[config.mk]
export PLATFORM = sky130hd
export DESIGN_NAME = io_board_top
export DESIGN_NICKNAME = d
export VERILOG_FILES = /design/src/source/xbus_io_pkg.sv /design/src/source/io_board_top.sv /design/src/source/xbus_io.sv /design/src/source/io_timers.sv /design/src/source/mouse_tracker.sv /design/src/source/kbd_buffer.sv
export SDC_FILE = /design/constraint.sdc
export NUM_CORES = 1
export LEC_CHECK = 0
export ABC_AREA = 1
export BUFFER_PORTS_ARGS = -buffer_cell sky130_fd_sc_hd__buf_2
export CAP_MARGIN = 20
export CORE_MARGIN = 8
export CORE_UTILIZATION = 50
export DETAILED_ROUTE_END_ITERATION = 8
export PLACE_DENSITY = 0.79
export SKIP_LAST_GASP = 1
export SYNTH_ARGS = -nofsm -noshare
export SYNTH_HDL_FRONTEND = slang
export SYNTH_SLANG_ARGS = --single-unit
[constraint.sdc]
create_clock -name clk -period 3.7 [get_ports clk]
set_input_delay 0.74 -clock clk [delete_from_list [all_inputs] [get_ports clk]]
set_output_delay 0.74 -clock clk [all_outputs]
set_load 0.005 [all_outputs]
[src/source/xbus_io_pkg.sv]
//----------------------------------------------------------
// register map, csr bit positions and default clock
// divisors for the xbus i/o board
//----------------------------------------------------------
`default_nettype none

package xbus_io_pkg;

   // 64-word window, matched on address bits 21..6
   localparam logic [21:0] io_base = 22'o17772000;

   // word offsets inside the window
   typedef enum logic [5:0]
   {
      REG_KBD_LO  = 6'o40,
      REG_KBD_HI  = 6'o41,
      REG_MOUSE_Y = 6'o42,
      REG_MOUSE_X = 6'o43,
      REG_BEEP    = 6'o44,
      REG_CSR     = 6'o45,
      REG_USEC_LO = 6'o50,
      REG_USEC_HI = 6'o51,
      REG_HZ60    = 6'o52
   } io_reg_e;

   // interrupt enable bits, same positions as the ready flags
   localparam int csr_mouse_ie = 0;
   localparam int csr_kbd_ie   = 1;
   localparam int csr_clk_ie   = 2;

   // 50 MHz system clock
   localparam int unsigned us_div_default   = 50;
   localparam int unsigned hz60_div_default = 833333;

   // wide enough for the 60 Hz divisor
   localparam int hz60_cnt_w = 20;

   localparam int mouse_pos_w = 12;

endpackage

`default_nettype wire
[src/source/io_board_top.sv]
//----------------------------------------------------------
// i/o board top level: bus slave, keyboard buffer, mouse
// tracker and timers
//----------------------------------------------------------
`default_nettype none

module io_board_top
#(
   parameter int unsigned US_DIV   = xbus_io_pkg::us_div_default,
   parameter int unsigned HZ60_DIV = xbus_io_pkg::hz60_div_default
)
(
   input  wire         clk,
   input  wire         reset,
   input  wire  [21:0] addr,
   input  wire  [31:0] datain,
   input  wire         req,
   input  wire         write,
   output logic [31:0] dataout,
   output logic        ack,
   output logic        decode,
   output logic        interrupt,
   input  wire         kbd_valid,
   input  wire  [31:0] kbd_code_in,
   output logic        kbd_credit,
   input  wire  [1:0]  mouse_qx,
   input  wire  [1:0]  mouse_qy,
   input  wire  [2:0]  mouse_buttons_in
);
   import xbus_io_pkg::*;

   logic [31:0]            kbd_code;
   logic                   kbd_full;
   logic                   kbd_pop;
   logic [mouse_pos_w-1:0] mouse_x;
   logic [mouse_pos_w-1:0] mouse_y;
   logic [1:0]             mouse_raw_x;
   logic [1:0]             mouse_raw_y;
   logic [2:0]             mouse_buttons;
   logic                   mouse_moved;
   logic [31:0]            us_clock;
   logic [31:0]            hz60_clock;
   logic                   hz60_fire;
   logic                   hz60_start;

   xbus_io xbus_io0
   (
      .clk           (clk),
      .reset         (reset),
      .addr          (addr),
      .datain        (datain),
      .req           (req),
      .write         (write),
      .kbd_code      (kbd_code),
      .kbd_full      (kbd_full),
      .mouse_x       (mouse_x),
      .mouse_y       (mouse_y),
      .mouse_raw_x   (mouse_raw_x),
      .mouse_raw_y   (mouse_raw_y),
      .mouse_buttons (mouse_buttons),
      .mouse_moved   (mouse_moved),
      .us_clock      (us_clock),
      .hz60_clock    (hz60_clock),
      .hz60_fire     (hz60_fire),
      .dataout       (dataout),
      .ack           (ack),
      .decode        (decode),
      .interrupt     (interrupt),
      .kbd_pop       (kbd_pop),
      .hz60_start    (hz60_start)
   );

   kbd_buffer kbd_buffer0
   (
      .clk         (clk),
      .reset       (reset),
      .kbd_valid   (kbd_valid),
      .kbd_code_in (kbd_code_in),
      .kbd_pop     (kbd_pop),
      .kbd_code    (kbd_code),
      .kbd_full    (kbd_full),
      .kbd_credit  (kbd_credit)
   );

   mouse_tracker mouse_tracker0
   (
      .clk              (clk),
      .reset            (reset),
      .mouse_qx         (mouse_qx),
      .mouse_qy         (mouse_qy),
      .mouse_buttons_in (mouse_buttons_in),
      .mouse_x          (mouse_x),
      .mouse_y          (mouse_y),
      .mouse_raw_x      (mouse_raw_x),
      .mouse_raw_y      (mouse_raw_y),
      .mouse_buttons    (mouse_buttons),
      .mouse_moved      (mouse_moved)
   );

   io_timers
   #(
      .US_DIV   (US_DIV),
      .HZ60_DIV (HZ60_DIV)
   )
   io_timers0
   (
      .clk        (clk),
      .reset      (reset),
      .hz60_start (hz60_start),
      .us_clock   (us_clock),
      .hz60_clock (hz60_clock),
      .hz60_fire  (hz60_fire)
   );

endmodule

`default_nettype wire

[src/source/xbus_io.sv]
//----------------------------------------------------------
// xbus slave for the i/o board: decode, ack delay, read mux,
// csr, ready flags and interrupt
//----------------------------------------------------------
`default_nettype none

module xbus_io
(
   input  wire                                 clk,
   input  wire                                 reset,
   input  wire  [21:0]                         addr,
   input  wire  [31:0]                         datain,
   input  wire                                 req,
   input  wire                                 write,
   input  wire  [31:0]                         kbd_code,
   input  wire                                 kbd_full,
   input  wire  [xbus_io_pkg::mouse_pos_w-1:0] mouse_x,
   input  wire  [xbus_io_pkg::mouse_pos_w-1:0] mouse_y,
   input  wire  [1:0]                          mouse_raw_x,
   input  wire  [1:0]                          mouse_raw_y,
   input  wire  [2:0]                          mouse_buttons,
   input  wire                                 mouse_moved,
   input  wire  [31:0]                         us_clock,
   input  wire  [31:0]                         hz60_clock,
   input  wire                                 hz60_fire,
   output logic [31:0]                         dataout,
   output logic                                ack,
   output logic                                decode,
   output logic                                interrupt,
   output logic                                kbd_pop,
   output logic                                hz60_start
);
   import xbus_io_pkg::*;

   logic [1:0]  ack_dly;
   logic        in_progress;
   logic        strobe;
   logic        rd_strobe;
   logic        wr_strobe;
   io_reg_e     offset;
   logic [31:0] rd_data;
   logic [3:0]  csr;
   logic        rdy_mouse;
   logic        rdy_clk;
   logic [3:0]  rdy;

   assign decode = req & (addr[21:6] == io_base[21:6]);
   assign ack    = ack_dly[1];
   assign offset = io_reg_e'(addr[5:0]);

   // first decoded cycle of a request
   assign strobe    = decode & ~in_progress;
   assign rd_strobe = strobe & ~write;
   assign wr_strobe = strobe & write;

   assign kbd_pop    = rd_strobe & (offset == REG_KBD_HI);
   assign hz60_start = rd_strobe & (offset == REG_HZ60);

   always_ff @(posedge clk)
   begin
      if (reset)
      begin
         ack_dly     <= 2'b00;
         in_progress <= 1'b0;
      end
      else
      begin
         ack_dly <= {ack_dly[0], decode};

         // held until the master drops req
         if (!req)
            in_progress <= 1'b0;
         else if (decode)
            in_progress <= 1'b1;
      end
   end

   // read mux, unmapped offsets return zero
   always_comb
   begin
      case (offset)
         REG_KBD_LO:  rd_data = {16'd0, kbd_code[15:0]};
         REG_KBD_HI:  rd_data = {16'd0, kbd_code[31:16]};
         REG_MOUSE_Y: rd_data = 32'({mouse_buttons, mouse_y});
         REG_MOUSE_X: rd_data = 32'({mouse_raw_y, mouse_raw_x, mouse_x});
         REG_CSR:     rd_data = {24'd0, rdy, csr};
         REG_USEC_LO: rd_data = {16'd0, us_clock[15:0]};
         REG_USEC_HI: rd_data = {16'd0, us_clock[31:16]};
         REG_HZ60:    rd_data = hz60_clock;
         default:     rd_data = 32'd0;
      endcase
   end

   // sampled every decoded cycle, stable by the time ack rises
   always_ff @(posedge clk)
   begin
      if (decode)
      begin
         dataout <= rd_data;
      end
   end

   // csr and ready flags; a set beats a clear in the same cycle
   always_ff @(posedge clk)
   begin
      if (reset)
      begin
         csr       <= 4'd0;
         rdy_mouse <= 1'b0;
         rdy_clk   <= 1'b0;
      end
      else
      begin
         if (wr_strobe && offset == REG_CSR)
            csr <= datain[3:0];

         if (mouse_moved)
            rdy_mouse <= 1'b1;
         else if (rd_strobe && offset == REG_MOUSE_Y)
            rdy_mouse <= 1'b0;

         if (hz60_fire)
            rdy_clk <= 1'b1;
         else if (rd_strobe && offset == REG_HZ60)
            rdy_clk <= 1'b0;
      end
   end

   // keyboard flag lives in the buffer itself
   always_comb
   begin
      rdy = 4'd0;
      rdy[csr_mouse_ie] = rdy_mouse;
      rdy[csr_kbd_ie]   = kbd_full;
      rdy[csr_clk_ie]   = rdy_clk;
   end

   assign interrupt = |(csr & rdy);

endmodule

`default_nettype wire

[src/source/io_timers.sv]
//----------------------------------------------------------
// free-running microsecond clock and start-on-read 60 Hz clock
//----------------------------------------------------------
`default_nettype none

module io_timers
#(
   parameter int unsigned US_DIV   = xbus_io_pkg::us_div_default,
   parameter int unsigned HZ60_DIV = xbus_io_pkg::hz60_div_default
)
(
   input  wire         clk,
   input  wire         reset,
   input  wire         hz60_start,
   output logic [31:0] us_clock,
   output logic [31:0] hz60_clock,
   output logic        hz60_fire
);
   import xbus_io_pkg::*;

   // both prescalers share one width, the 60 Hz one being the larger
   logic [hz60_cnt_w-1:0] us_pre;
   logic [hz60_cnt_w-1:0] hz60_pre;
   logic                  hz60_en;
   logic                  us_wrap;
   logic                  hz60_wrap;

   assign us_wrap   = (us_pre == hz60_cnt_w'(US_DIV - 1));
   assign hz60_wrap = (hz60_pre == hz60_cnt_w'(HZ60_DIV - 1));

   // microsecond clock, runs from reset
   always_ff @(posedge clk)
   begin
      if (reset)
      begin
         us_pre   <= '0;
         us_clock <= 32'd0;
      end
      else if (us_wrap)
      begin
         us_pre   <= '0;
         us_clock <= us_clock + 32'd1;
      end
      else
      begin
         us_pre <= us_pre + 1'b1;
      end
   end

   // 60 Hz clock, idle until the first read
   always_ff @(posedge clk)
   begin
      if (reset)
      begin
         hz60_en    <= 1'b0;
         hz60_pre   <= '0;
         hz60_clock <= 32'd0;
         hz60_fire  <= 1'b0;
      end
      else
      begin
         if (hz60_start)
            hz60_en <= 1'b1;

         hz60_fire <= 1'b0;
         if (hz60_en)
         begin
            if (hz60_wrap)
            begin
               hz60_pre   <= '0;
               hz60_clock <= hz60_clock + 32'd1;
               hz60_fire  <= 1'b1;
            end
            else
            begin
               hz60_pre <= hz60_pre + 1'b1;
            end
         end
      end
   end

endmodule

`default_nettype wire

[src/source/mouse_tracker.sv]
//----------------------------------------------------------
// quadrature mouse tracker: synchronizers, x/y up/down
// counters, button capture and movement strobe
//----------------------------------------------------------
`default_nettype none

module mouse_tracker
(
   input  wire                               clk,
   input  wire                               reset,
   input  wire  [1:0]                        mouse_qx,
   input  wire  [1:0]                        mouse_qy,
   input  wire  [2:0]                        mouse_buttons_in,
   output logic [xbus_io_pkg::mouse_pos_w-1:0] mouse_x,
   output logic [xbus_io_pkg::mouse_pos_w-1:0] mouse_y,
   output logic [1:0]                        mouse_raw_x,
   output logic [1:0]                        mouse_raw_y,
   output logic [2:0]                        mouse_buttons,
   output logic                              mouse_moved
);
   import xbus_io_pkg::*;

   logic [1:0]             qx_meta;
   logic [1:0]             qx_sync;
   logic [1:0]             qy_meta;
   logic [1:0]             qy_sync;
   logic [2:0]             btn_meta;
   logic [2:0]             btn_sync;
   logic [mouse_pos_w-1:0] next_x;
   logic [mouse_pos_w-1:0] next_y;

   // forward step of the gray sequence 00 01 11 10
   function automatic logic [1:0] gray_next
   (
      input logic [1:0] g
   );
      case (g)
         2'b00:   gray_next = 2'b01;
         2'b01:   gray_next = 2'b11;
         2'b11:   gray_next = 2'b10;
         default: gray_next = 2'b00;
      endcase
   endfunction

   // count one step either way; a double-bit jump is dropped
   function automatic logic [mouse_pos_w-1:0] quad_count
   (
      input logic [1:0]             prev,
      input logic [1:0]             cur,
      input logic [mouse_pos_w-1:0] count
   );
      if (cur == gray_next(prev))
         quad_count = count + 1'b1;
      else if (prev == gray_next(cur))
         quad_count = count - 1'b1;
      else
         quad_count = count;
   endfunction

   // raw outputs hold the last sampled phase
   assign next_x = quad_count(mouse_raw_x, qx_sync, mouse_x);
   assign next_y = quad_count(mouse_raw_y, qy_sync, mouse_y);

   always_ff @(posedge clk)
   begin
      if (reset)
      begin
         qx_meta       <= 2'b00;
         qx_sync       <= 2'b00;
         qy_meta       <= 2'b00;
         qy_sync       <= 2'b00;
         btn_meta      <= 3'b000;
         btn_sync      <= 3'b000;
         mouse_raw_x   <= 2'b00;
         mouse_raw_y   <= 2'b00;
         mouse_x       <= '0;
         mouse_y       <= '0;
         mouse_buttons <= 3'b000;
         mouse_moved   <= 1'b0;
      end
      else
      begin
         qx_meta  <= mouse_qx;
         qx_sync  <= qx_meta;
         qy_meta  <= mouse_qy;
         qy_sync  <= qy_meta;
         btn_meta <= mouse_buttons_in;
         btn_sync <= btn_meta;

         mouse_raw_x   <= qx_sync;
         mouse_raw_y   <= qy_sync;
         mouse_x       <= next_x;
         mouse_y       <= next_y;
         mouse_buttons <= btn_sync;

         mouse_moved <= (next_x != mouse_x) | (next_y != mouse_y) |
                        (btn_sync != mouse_buttons);
      end
   end

endmodule

`default_nettype wire

[src/source/kbd_buffer.sv]
//----------------------------------------------------------
// one-entry keyboard scan-code buffer with credit return
//----------------------------------------------------------
`default_nettype none

module kbd_buffer
(
   input  wire         clk,
   input  wire         reset,
   input  wire         kbd_valid,
   input  wire  [31:0] kbd_code_in,
   input  wire         kbd_pop,
   output logic [31:0] kbd_code,
   output logic        kbd_full,
   output logic        kbd_credit
);

   // scan code holding register
   always_ff @(posedge clk)
   begin
      if (kbd_valid)
      begin
         kbd_code <= kbd_code_in;
      end
   end

   // a new code wins over a pop in the same cycle
   always_ff @(posedge clk)
   begin
      if (reset)
      begin
         kbd_full   <= 1'b0;
         kbd_credit <= 1'b0;
      end
      else
      begin
         if (kbd_valid)
            kbd_full <= 1'b1;
         else if (kbd_pop)
            kbd_full <= 1'b0;

         // credit goes back one cycle after the pop
         kbd_credit <= kbd_pop;
      end
   end

endmodule

`default_nettype wire

==> results.sh, run 1 <==
export IMPL_status="complete, no violations"
export IMPL_power_internal_mw=4.26
export IMPL_p_clk_frac=0.457
export IMPL_fin_tns_setup_ps=0
export IMPL_clockRootBuffer="clkbuf_16"
export IMPL_r2r_cells=8
export IMPL_cts_tree="done"
export IMPL_placed_area_um2=12500
export IMPL_rsz0062_at_grt="no"
export IMPL_r2r_slack_ps=1630
export IMPL_use_met3=0.0395
export IMPL_clock_path_buffers=3
export IMPL_grt_first_pass_wirelength_mm=51.9
export IMPL_p_switching_mw=1.24
export IMPL_die_w_um=169
export IMPL_max_cap_viol_count=0
export IMPL_grt_pass1_vias=10800
export IMPL_avgSynthCellArea_um2=6.83
export IMPL_synth_cell_area_um2=11700
export IMPL_hold_class="in2reg"
export IMPL_core_area_um2=23300
export IMPL_clkSlewWorstSetupHoldPaths_ps=60
export IMPL_crit_path_frequent_cell="buf_2"
export IMPL_drt_pass1_iterations=6
export IMPL_drc=0
export IMPL_num_nets_final=1929
export IMPL_crit_end="decode"
export IMPL_startpoint_type="input port"
export IMPL_post_place_ws_ps=1130
export IMPL_grt_max_degree=78
export IMPL_worstSetupStartpoint="addr[9]"
export IMPL_grt_overflow_total=0
export IMPL_p_per_area_nw_per_um2=411
export IMPL_period_minus_slack_ps=2380
export IMPL_ir_drop_v=0.000346
export IMPL_r2r_end="io_timers0.us_clock[20]"
export IMPL_fmax_mhz=419
export IMPL_synthToLayoutAreaGrowth_pct=14.0
export IMPL_grt_use_met1=0.270
export IMPL_rows=56
export IMPL_worstSetupPathType="in2out"
export IMPL_routedWlPerCell_um=14.8
export IMPL_syn_nets=1826
export IMPL_clock_latency_ps=530
export IMPL_synth_seq_area_share=0.442
export IMPL_antenna_left=0
export IMPL_crit_path_top_delay_cell="nor2_4"
export IMPL_cts_hold_buffers_added=0
export IMPL_routabilityCongestion=0.971
export IMPL_critical_path_max_fanout=9
export IMPL_postCtsSetupRepairBufs=0
export IMPL_place_hpwl_mm=23.7
export IMPL_fin_area_um2=13400
export IMPL_hold_ws_ps=382
export IMPL_numCtsBuffers=25
export IMPL_die_h_um=169
export IMPL_hold_violations=0
export IMPL_h_tree_depth=1
export IMPL_async_flop_share=0
export IMPL_start_util=0.504
export IMPL_n_antenna_cell=0
export IMPL_arrival_ps=1640
export IMPL_combPwrFrac=0.057
export IMPL_pwr_share_seq=0.486
export IMPL_relSlewSlack=0.441
export IMPL_worst_slew_pin_slew_ps=838
export IMPL_grt_use_met2=0.372
export IMPL_fin_crit_sh=0.644
export IMPL_cts_resized_gates=0
export IMPL_syn_inst=1718
export IMPL_grt_busiest_layer="met2"
export IMPL_crit_chain="buf_2 -> nor2_1 -> nand3_1 -> nor2_4 -> buf_2"
export IMPL_via_per_inst=5.27
export IMPL_ios=134
export IMPL_grt_total_usage=0.219
export IMPL_setup_viol=0
export IMPL_drtIter0Drc=933
export IMPL_synth_warnings=0
export IMPL_leakage_nw=5.16
export IMPL_r2r_start="io_timers0.us_pre[0]"
export IMPL_fillCellCount=2263
export IMPL_fin_worst_skew_ps=24.7
export IMPL_wl_mm=31.9
export IMPL_numPortBuffers=105
export IMPL_cts_sinks=227
export IMPL_drive_gt1_frac=0.0995
export IMPL_ys_seq_elements=227
export IMPL_slew_viol_final=0
export IMPL_cp_end_kind="output port"
export IMPL_vias=11400
export IMPL_critPathRequiredTime_ps=2960
export IMPL_cpPeakStageDelay_ps=370
export IMPL_dieArea_um2=28600
export IMPL_synth_edff_count=64
export IMPL_p_sw_frac=0.226
export IMPL_yosysUniqueCellTypes=39
export IMPL_setup_slack_ps=1320
export IMPL_antenna_found_initial=0
export IMPL_synth_ff_type="dfxtp_1"
## state kept, by name (all words and copies together) (netlist names), 4 cells and up
name,cells
mouse_tracker0.mouse_x,12
kbd_buffer0.kbd_code,32
io_timers0.us_pre,20
io_timers0.hz60_pre,20
mouse_tracker0.mouse_y,12
io_timers0.us_clock,32
xbus_io0.csr,4
xbus_io0.dataout,32
io_timers0.hz60_clock,32
## how the worst min path moves through the flow
stage | cells past startpoint | endpoint | slack, ps | from
2_1_floorplan | 2 | mouse_tracker0.btn_sync[0] | 390 | mouse_tracker0.btn_meta[0]
3_3_place_gp | 2 | mouse_tracker0.btn_sync[0] | 390 | mouse_tracker0.btn_meta[0]
3_5_place_dp | 2 | mouse_tracker0.btn_sync[1] | 390 | mouse_tracker0.btn_meta[1]
4_1_cts | 1 | kbd_buffer0.kbd_code[30] | 370 | kbd_code_in[30]
5_1_grt | 1 | kbd_buffer0.kbd_code[30] | 370 | kbd_code_in[30]
6_report | 1 | kbd_buffer0.kbd_code[31] | 380 | kbd_code_in[31]
## final cells by class
cell class / count / area [um^2] / area share
Clock buffer: 34 / 701 / 0.0524
Clock inverter: 11 / 129 / 0.00964
Inverter: 199 / 747 / 0.0559
Multi-Input combinational cell: 1255 / 5620 / 0.420
Sequential cell: 227 / 5180 / 0.388
Tap cell: 319 / 399 / 0.0299
Timing Repair Buffer: 113 / 586 / 0.0438
## Yosys cell counts, types with 2 or more instances
library cell,instances,area share
a211oi_1,5,0.0032
a21oi_1,111,0.047
a22oi_1,2,0.0013
and3_1,2,0.0011
buf_1,3,0.00096
buf_2,11,0.0047
buf_4,3,0.0019
buf_6,2,0.0019
clkbuf_1,16,0.0051
clkbuf_2,2,0.00085
dfxtp_1,163,0.28
edfxtp_1,64,0.16
ha_1,10,0.011
inv_1,193,0.062
inv_2,5,0.0016
nand2_1,538,0.17
nand2_2,3,0.0016
nand3_1,95,0.041
nand3b_1,7,0.0045
nand4_1,34,0.018
nor2_1,290,0.093
nor2_2,14,0.0075
nor2_4,3,0.0029
nor3_1,23,0.0098
nor3b_1,3,0.0019
o21ai_0,51,0.022
o21ai_1,4,0.0017
o22ai_1,21,0.011
or2_2,5,0.0027
xnor2_1,7,0.0052
xor2_1,20,0.015
## routing by layer
| metal | share of wire | wire [um] |
|---|---|---|
| met4 | 0.041 | 1300 |
| met3 | 0.074 | 2360 |
| met1 | 0.42 | 13400 |
| met2 | 0.47 | 14900 |
| met5 | 0 | 0 |
## metrics by stage
| step | power [mW] | util | cells |
|---|---|---|---|
| 2_1_floorplan | 2.92 | - | 1718 |
| 3_5_place_dp | 3.04 | 0.539 | 2113 |
| 5_1_grt | 5.70 | 0.575 | 2158 |
| 4_1_cts | 5.55 | 0.575 | 2158 |
| 6_report | 5.50 | 0.575 | 2158 |
| 3_3_place_gp | 3.03 | 0.539 | 2113 |
## critical path: cells and delay by family
kind,cells,cell delay [ps]
and+or+nand+nor,3,620
buffers and inverters,2,290
## power groups by stage
stage | registers, mW | clock network (mW) | logic, mW
floorplan | 2.70 | 0 | 0.216
global placement | 2.72 | 0 | 0.303
detailed placement | 2.72 | 0 | 0.312
CTS | 2.67 | 2.56 | 0.313
global route | 2.68 | 2.66 | 0.360
finish | 2.67 | 2.51 | 0.316
## kinds of logic (layout without fill, tap and decap cells)
logic type / after synthesis / after routing / synth area share
buffers and inverters: 236 / 357 / 0.0792
and+or+nand+nor: 1020 / 1020 / 0.358
AOI/OAI and AO/OA: 198 / 198 / 0.0894
adders and majority gates: 10 / 10 / 0.0107
DFF: 227 / 227 / 0.442
xor gates and xnor gates: 27 / 27 / 0.0202
## cells in the final DEF, fill, tap and decap left out, types with 2 or more instances in the layout
cell type and instances:
edfxtp_1 64, nand4_1 34, o21ai_0 51, and3_1 2, clkbuf_8 2, clkinv_2 4
o22ai_1 21, nor3_1 23, o21ai_1 4, clkbuf_16 26, ha_1 10, nand3_1 95
nor3b_1 3, a211oi_1 5, bufinv_16 3, or2_2 5, xor2_1 20, nand3b_1 7
clkbuf_1 6, xnor2_1 7, a21oi_1 111, dfxtp_1 163, nand2_2 3, nor2_2 14
a22oi_1 2, nand2_1 538, buf_4 8, nor2_4 4, inv_2 5, clkinv_1 4
nor2_1 289, inv_1 193, buf_2 105
Note: power is estimated with default switching activity, not from simulation.
==> run 2, diff against run 1 <==
--- a/config.mk
+++ b/config.mk
@@ -11,7 +11,7 @@
 export CORE_MARGIN = 8
 export CORE_UTILIZATION = 50
 export DETAILED_ROUTE_END_ITERATION = 8
-export PLACE_DENSITY = 0.79
+export PLACE_DENSITY = 0.82
 export SKIP_LAST_GASP = 1
 export SYNTH_ARGS = -nofsm -noshare
 export SYNTH_HDL_FRONTEND = slang
==> constraint.sdc (replaced) <==
create_clock -name clk -period 2.1 [get_ports clk]
set_input_delay 0.42 -clock clk [delete_from_list [all_inputs] [get_ports clk]]
set_output_delay 0.42 -clock clk [all_outputs]
set_load 0.005 [all_outputs]
==> run 2 against run 1 <==
- cell count increased by 0.70%
- utilization increased by 0.54 points
- die area unchanged
- largest power group unchanged
- sequential share of layout area decreased by 0.36 points
- clock power increased by 76%
- worst hold slack got worse by 320 ps
- non-clock buffer count increased by 14
- clock skew decreased by 15 ps
==> results.sh, run 2 (synthesis results as in run 1) <==
export IMPL_leakage_nw=5.24
export IMPL_fin_worst_skew_ps=9.55
export IMPL_max_cap_viol_count=0
export IMPL_num_nets_final=1943
export IMPL_n_antenna_cell=0
export IMPL_h_tree_depth=1
export IMPL_clkSlewWorstSetupHoldPaths_ps=60
export IMPL_worst_slew_pin_slew_ps=670
export IMPL_fillCellCount=2226
export IMPL_arrival_ps=2340
export IMPL_antenna_left=0
export IMPL_antenna_found_initial=0
export IMPL_relSlewSlack=0.553
export IMPL_rows=56
export IMPL_fmax_mhz=530
export IMPL_status="complete, no violations"
export IMPL_cp_end_kind="flop"
export IMPL_cts_tree="done"
export IMPL_post_place_ws_ps=46.6
export IMPL_grt_first_pass_wirelength_mm=52.4
export IMPL_cts_resized_gates=0
export IMPL_placed_area_um2=12700
export IMPL_start_util=0.504
export IMPL_critPathRequiredTime_ps=2550
export IMPL_grt_pass1_vias=10800
export IMPL_ios=134
export IMPL_cts_sinks=227
export IMPL_multiInputGateArea_um2=5620
export IMPL_fin_tns_setup_ps=0
export IMPL_numPortBuffers=105
export IMPL_layout_common_cells="nand2_1 (538), nor2_1 (288), inv_1 (193)"
export IMPL_vias=11400
export IMPL_layout_commonest_cell="nand2_1"
export IMPL_r2r_cells=8
export IMPL_drive_gt1_frac=0.111
export IMPL_fin_area_um2=13500
export IMPL_period_minus_slack_ps=1890
export IMPL_hold_path_depth=1
export IMPL_hold_violations=0
export IMPL_ff_latch_area_um2=5180
export IMPL_place_hpwl_mm=24.2
export IMPL_postCtsSetupRepairBufs=0
export IMPL_cts_hold_buffers_added=0
export IMPL_hold_class="in2reg"
export IMPL_routabilityCongestion=0.951
export IMPL_slew_viol_final=0
export IMPL_die_w_um=169
export IMPL_synthToLayoutAreaGrowth_pct=15.1
export IMPL_numCtsBuffers=25
export IMPL_drc=0
export IMPL_clockRootBuffer="clkbuf_16"
export IMPL_setup_viol=0
export IMPL_grt_max_degree=49
export IMPL_total_power_mw=9.71
export IMPL_startpoint_type="flop"
export IMPL_ir_drop_v=0.000673
export IMPL_wl_mm=31.8
export IMPL_grt_overflow_total=0
export IMPL_via_per_inst=5.24
export IMPL_clock_latency_ps=530
export IMPL_worstSetupPathType="reg2reg"
export IMPL_setup_slack_ps=214
export IMPL_routedWlPerCell_um=14.7
export IMPL_fin_crit_sh=0.898
export IMPL_r2r_slack_ps=210
export IMPL_drtIter0Drc=853
export IMPL_dieArea_um2=28600
export IMPL_grt_total_usage=0.221
export IMPL_critical_path_max_fanout=5
export IMPL_drt_pass1_iterations=6
export IMPL_p_per_area_nw_per_um2=719
export IMPL_core_area_um2=23300
export IMPL_clock_path_buffers=3
export IMPL_rsz0062_at_grt="no"
export IMPL_fin_util=0.580
export IMPL_die_h_um=169
==> run 2: final cells by class <==
cell class / count / area share
repair buffers: 127 / 0.0521
multi-input cells: 1255 / 0.417
well taps: 319 / 0.0296
flip-flops and latches: 227 / 0.384
inverters: 199 / 0.0554
clock buffers: 28 / 0.0494
clock inverters: 18 / 0.0124
==> run 2: worst max-delay path, cell delays in order, from the launching register on <==
cell and delay [ps]:
dfxtp_1 410, ha_1 270, inv_1 110, nor2_2 200, nand2_1 150, nor2_1 290, xor2_1 190, nand2_1 70
a21oi_1 120
==> run 2: path summary, 6_finish.rpt <==
path | start | end
hold / removal | kbd_code_in[18] | kbd_buffer0.kbd_code[18]
setup / recovery | io_timers0.us_clock[0] | io_timers0.us_clock[14]
setup reg to reg | io_timers0.us_clock[0] | io_timers0.us_clock[14]
hold reg to reg | mouse_tracker0.qy_meta[0] | mouse_tracker0.qy_sync[0]
==> run 2: routing by layer <==
metal	GRT usage	vias to the layer above	part of all wire
met4	0.0777	0	0.029
met2	0.372	419	0.47
met3	0.0312	66	0.070
met5	0	-	0
li1	-	5726	-
met1	0.287	5165	0.43
==> run 2: metrics by stage <==
stage / cells / hold WS, ps
CTS: 2173 / 51.9
finish: 2173 / 65.2
global route: 2173 / 51.8
detailed placement: 2127 / 392
global placement: 2127 / 389
floorplan: 1718 / 388
==> run 2: power by group <==
group          total [mW]  leakage [nW]  switching [mW]  internal (mW)
sequential           4.72          1.96          0.0997           4.62
combinational       0.567          2.86           0.367          0.199
clock                4.42         0.416            1.86           2.56
total                9.71          5.24            2.33           7.38
==> run 3, diff against run 2 <==
==> constraint.sdc (replaced) <==
create_clock -name clk -period 2.1 [get_ports clk]
set_input_delay 0.21 -clock clk [delete_from_list [all_inputs] [get_ports clk]]
set_output_delay 0.21 -clock clk [all_outputs]
set_load 0.005 [all_outputs]
==> run 3 against run 2 <==
- non-clock buffer count rose by 42
- total power rose by 2.5%
- flip-flop and latch count unchanged
- sequential power about the same
- utilization up 2.0 points
- design area rose by 3.4%
- fmax fell by 2.2%
- critical endpoint is now io_timers0.hz60_pre[13]
==> results.sh, run 3 (synthesis results as in run 1) <==
export IMPL_p_sw_frac=0.227
export IMPL_grt_pass1_vias=11100
export IMPL_synthToLayoutAreaGrowth_pct=19.0
export IMPL_fillCellCount=2112
export IMPL_drc=0
export IMPL_hold_ws_ps=49.2
export IMPL_crit_path_top_delay_cell="nor2_1"
export IMPL_cts_sinks=227
export IMPL_die_h_um=169
export IMPL_clockRootBuffer="clkbuf_16"
export IMPL_numCtsBuffers=25
export IMPL_status="complete, no violations"
export IMPL_antenna_found_initial=1
export IMPL_postCtsSetupRepairBufs=0
export IMPL_vias=11600
export IMPL_dp_cells=2125
export IMPL_hold_violations=0
export IMPL_grt_overflow_total=0
export IMPL_clock_latency_ps=530
export IMPL_fin_cells=2214
export IMPL_drtIter0Drc=854
export IMPL_total_power_mw=9.95
export IMPL_max_cap_viol_count=0
export IMPL_path_delay_family="simple AND/OR/NAND/NOR gates"
export IMPL_worstSetupPathType="reg2reg"
export IMPL_cpPeakStageDelay_ps=460
export IMPL_start_util=0.504
export IMPL_fmax_mhz=518
export IMPL_clock_path_buffers=3
export IMPL_critPathRequiredTime_ps=2560
export IMPL_arrival_ps=2390
export IMPL_rsz0062_at_grt="no"
export IMPL_combPwrFrac=0.064
export IMPL_num_nets_final=1985
export IMPL_fin_worst_skew_ps=13.5
export IMPL_leakage_nw=5.43
export IMPL_numPortBuffers=105
export IMPL_cts_resized_gates=0
export IMPL_ir_drop_v=0.000692
export IMPL_pwr_share_seq=0.473
export IMPL_p_switching_mw=2.26
export IMPL_power_internal_mw=7.69
export IMPL_ios=134
export IMPL_grt_max_degree=77
export IMPL_period_minus_slack_ps=1930
export IMPL_routedWlPerCell_um=14.7
export IMPL_h_tree_depth=1
export IMPL_via_per_inst=5.25
export IMPL_worst_slew_pin_slew_ps=850
export IMPL_core_area_um2=23300
export IMPL_grt_total_usage=0.225
export IMPL_clkSlewWorstSetupHoldPaths_ps=70
export IMPL_cts_hold_buffers_added=44
export IMPL_n_antenna_cell=0
export IMPL_drt_pass1_iterations=7
export IMPL_crit_chain="inv_1 -> ha_1 -> nand2_1 -> nor2_1 -> nand3_1 -> nor2_4 -> nor2_1 -> o21ai_0 -> a21oi_1"
export IMPL_layout_commonest_cell="nand2_1"
export IMPL_cp_end_kind="flop"
export IMPL_rows=56
export IMPL_relSlewSlack=0.433
export IMPL_antenna_left=0
export IMPL_fin_tns_setup_ps=0
export IMPL_slew_viol_final=0
export IMPL_routabilityCongestion=0.991
export IMPL_critical_path_max_fanout=10
export IMPL_path_buf_inv=1
export IMPL_hold_class="in2reg"
export IMPL_die_w_um=169
export IMPL_dieArea_um2=28600
export IMPL_fin_crit_sh=0.919
export IMPL_wl_mm=32.6
export IMPL_cts_tree="done"
export IMPL_fin_util=0.600
export IMPL_layout_common_cells="nand2_1 (538), nor2_1 (289), inv_1 (193)"
export IMPL_drive_gt1_frac=0.107
export IMPL_startpoint_type="flop"
export IMPL_multiInputGateArea_um2=5620
export IMPL_setup_viol=0
export IMPL_place_hpwl_mm=23.3
export IMPL_crit_path_frequent_cell="nor2_1"
export IMPL_p_clk_frac=0.463
export IMPL_grt_first_pass_wirelength_mm=53.6
export IMPL_ff_latch_area_um2=5180
export IMPL_p_per_area_nw_per_um2=713
-- run 3: changes by cell type in the layout (fill, tap and decap cells not counted), moves of 2 or more --
cell | previous run | this run
dlygate4sd3_1 | 0 | 44
clkbuf_8 | 3 | 7
clkinv_4 | 3 | 0
inv_6 | 4 | 1
clkbuf_1 | 0 | 2
clkbuf_16 | 25 | 27
clkinv_1 | 3 | 1
-- run 3: per-layer routing --
| metal | share of wire | wire length, um | global-route usage | vias up |
|---|---|---|---|---|
| li1 | - | - | - | 5805 |
| met1 | 0.42 | 13600 | 0.277 | 5311 |
| met2 | 0.49 | 15800 | 0.396 | 445 |
| met3 | 0.067 | 2200 | 0.0342 | 71 |
| met4 | 0.031 | 1000 | 0.0758 | 2 |
| met5 | 0.00040 | 13 | 0 | - |
-- run 3: final cells by class --
| cell class | count | share of cell area |
|---|---|---|
| clock buffers | 36 | 0.0559 |
| clock inverters | 9 | 0.00735 |
| inverters | 199 | 0.0535 |
| multi-input cells | 1255 | 0.403 |
| flip-flops and latches | 227 | 0.372 |
| well taps | 319 | 0.0286 |
| repair buffers | 169 | 0.0800 |
-- run 3: worst reg2reg max path, delay by kind of cell (launching register included) --
family | cells | cell delay (ps)
AO/OA/AOI/OAI | 2 | 370
AND/OR/NAND/NOR | 5 | 800
flip-flops | 1 | 400
buffers and inverters | 1 | 90
adder cells (fa/ha/maj) | 1 | 210
-- run 3: through the flow --
stage               setup WS, ps  area, um^2
detailed placement           219       12600
global route                20.0       13900
floorplan                    363       11700
global placement             295       12600
finish                       170       13900
CTS                          215       13900
-- run 3: final timing paths --
kind                                                   end  slack (ps)  cells after the start                        from
worst max register to register     io_timers0.hz60_pre[13]         170                      9      io_timers0.hz60_pre[0]
worst min-delay path                   xbus_io0.ack_dly[0]          50                      4                     addr[8]
worst max-delay path               io_timers0.hz60_pre[13]         170                      9      io_timers0.hz60_pre[0]
worst min register to register  mouse_tracker0.btn_sync[2]         400                      2  mouse_tracker0.btn_meta[2]
-- run 3: power by group through the flow --
stage	Clock, mW	Combinational, mW	Sequential [mW]
2_1_floorplan	0	0.381	4.76
3_3_place_gp	0	0.536	4.80
3_5_place_dp	0	0.552	4.80
4_1_cts	4.66	0.619	4.71
5_1_grt	4.84	0.712	4.72
6_report	4.60	0.636	4.71
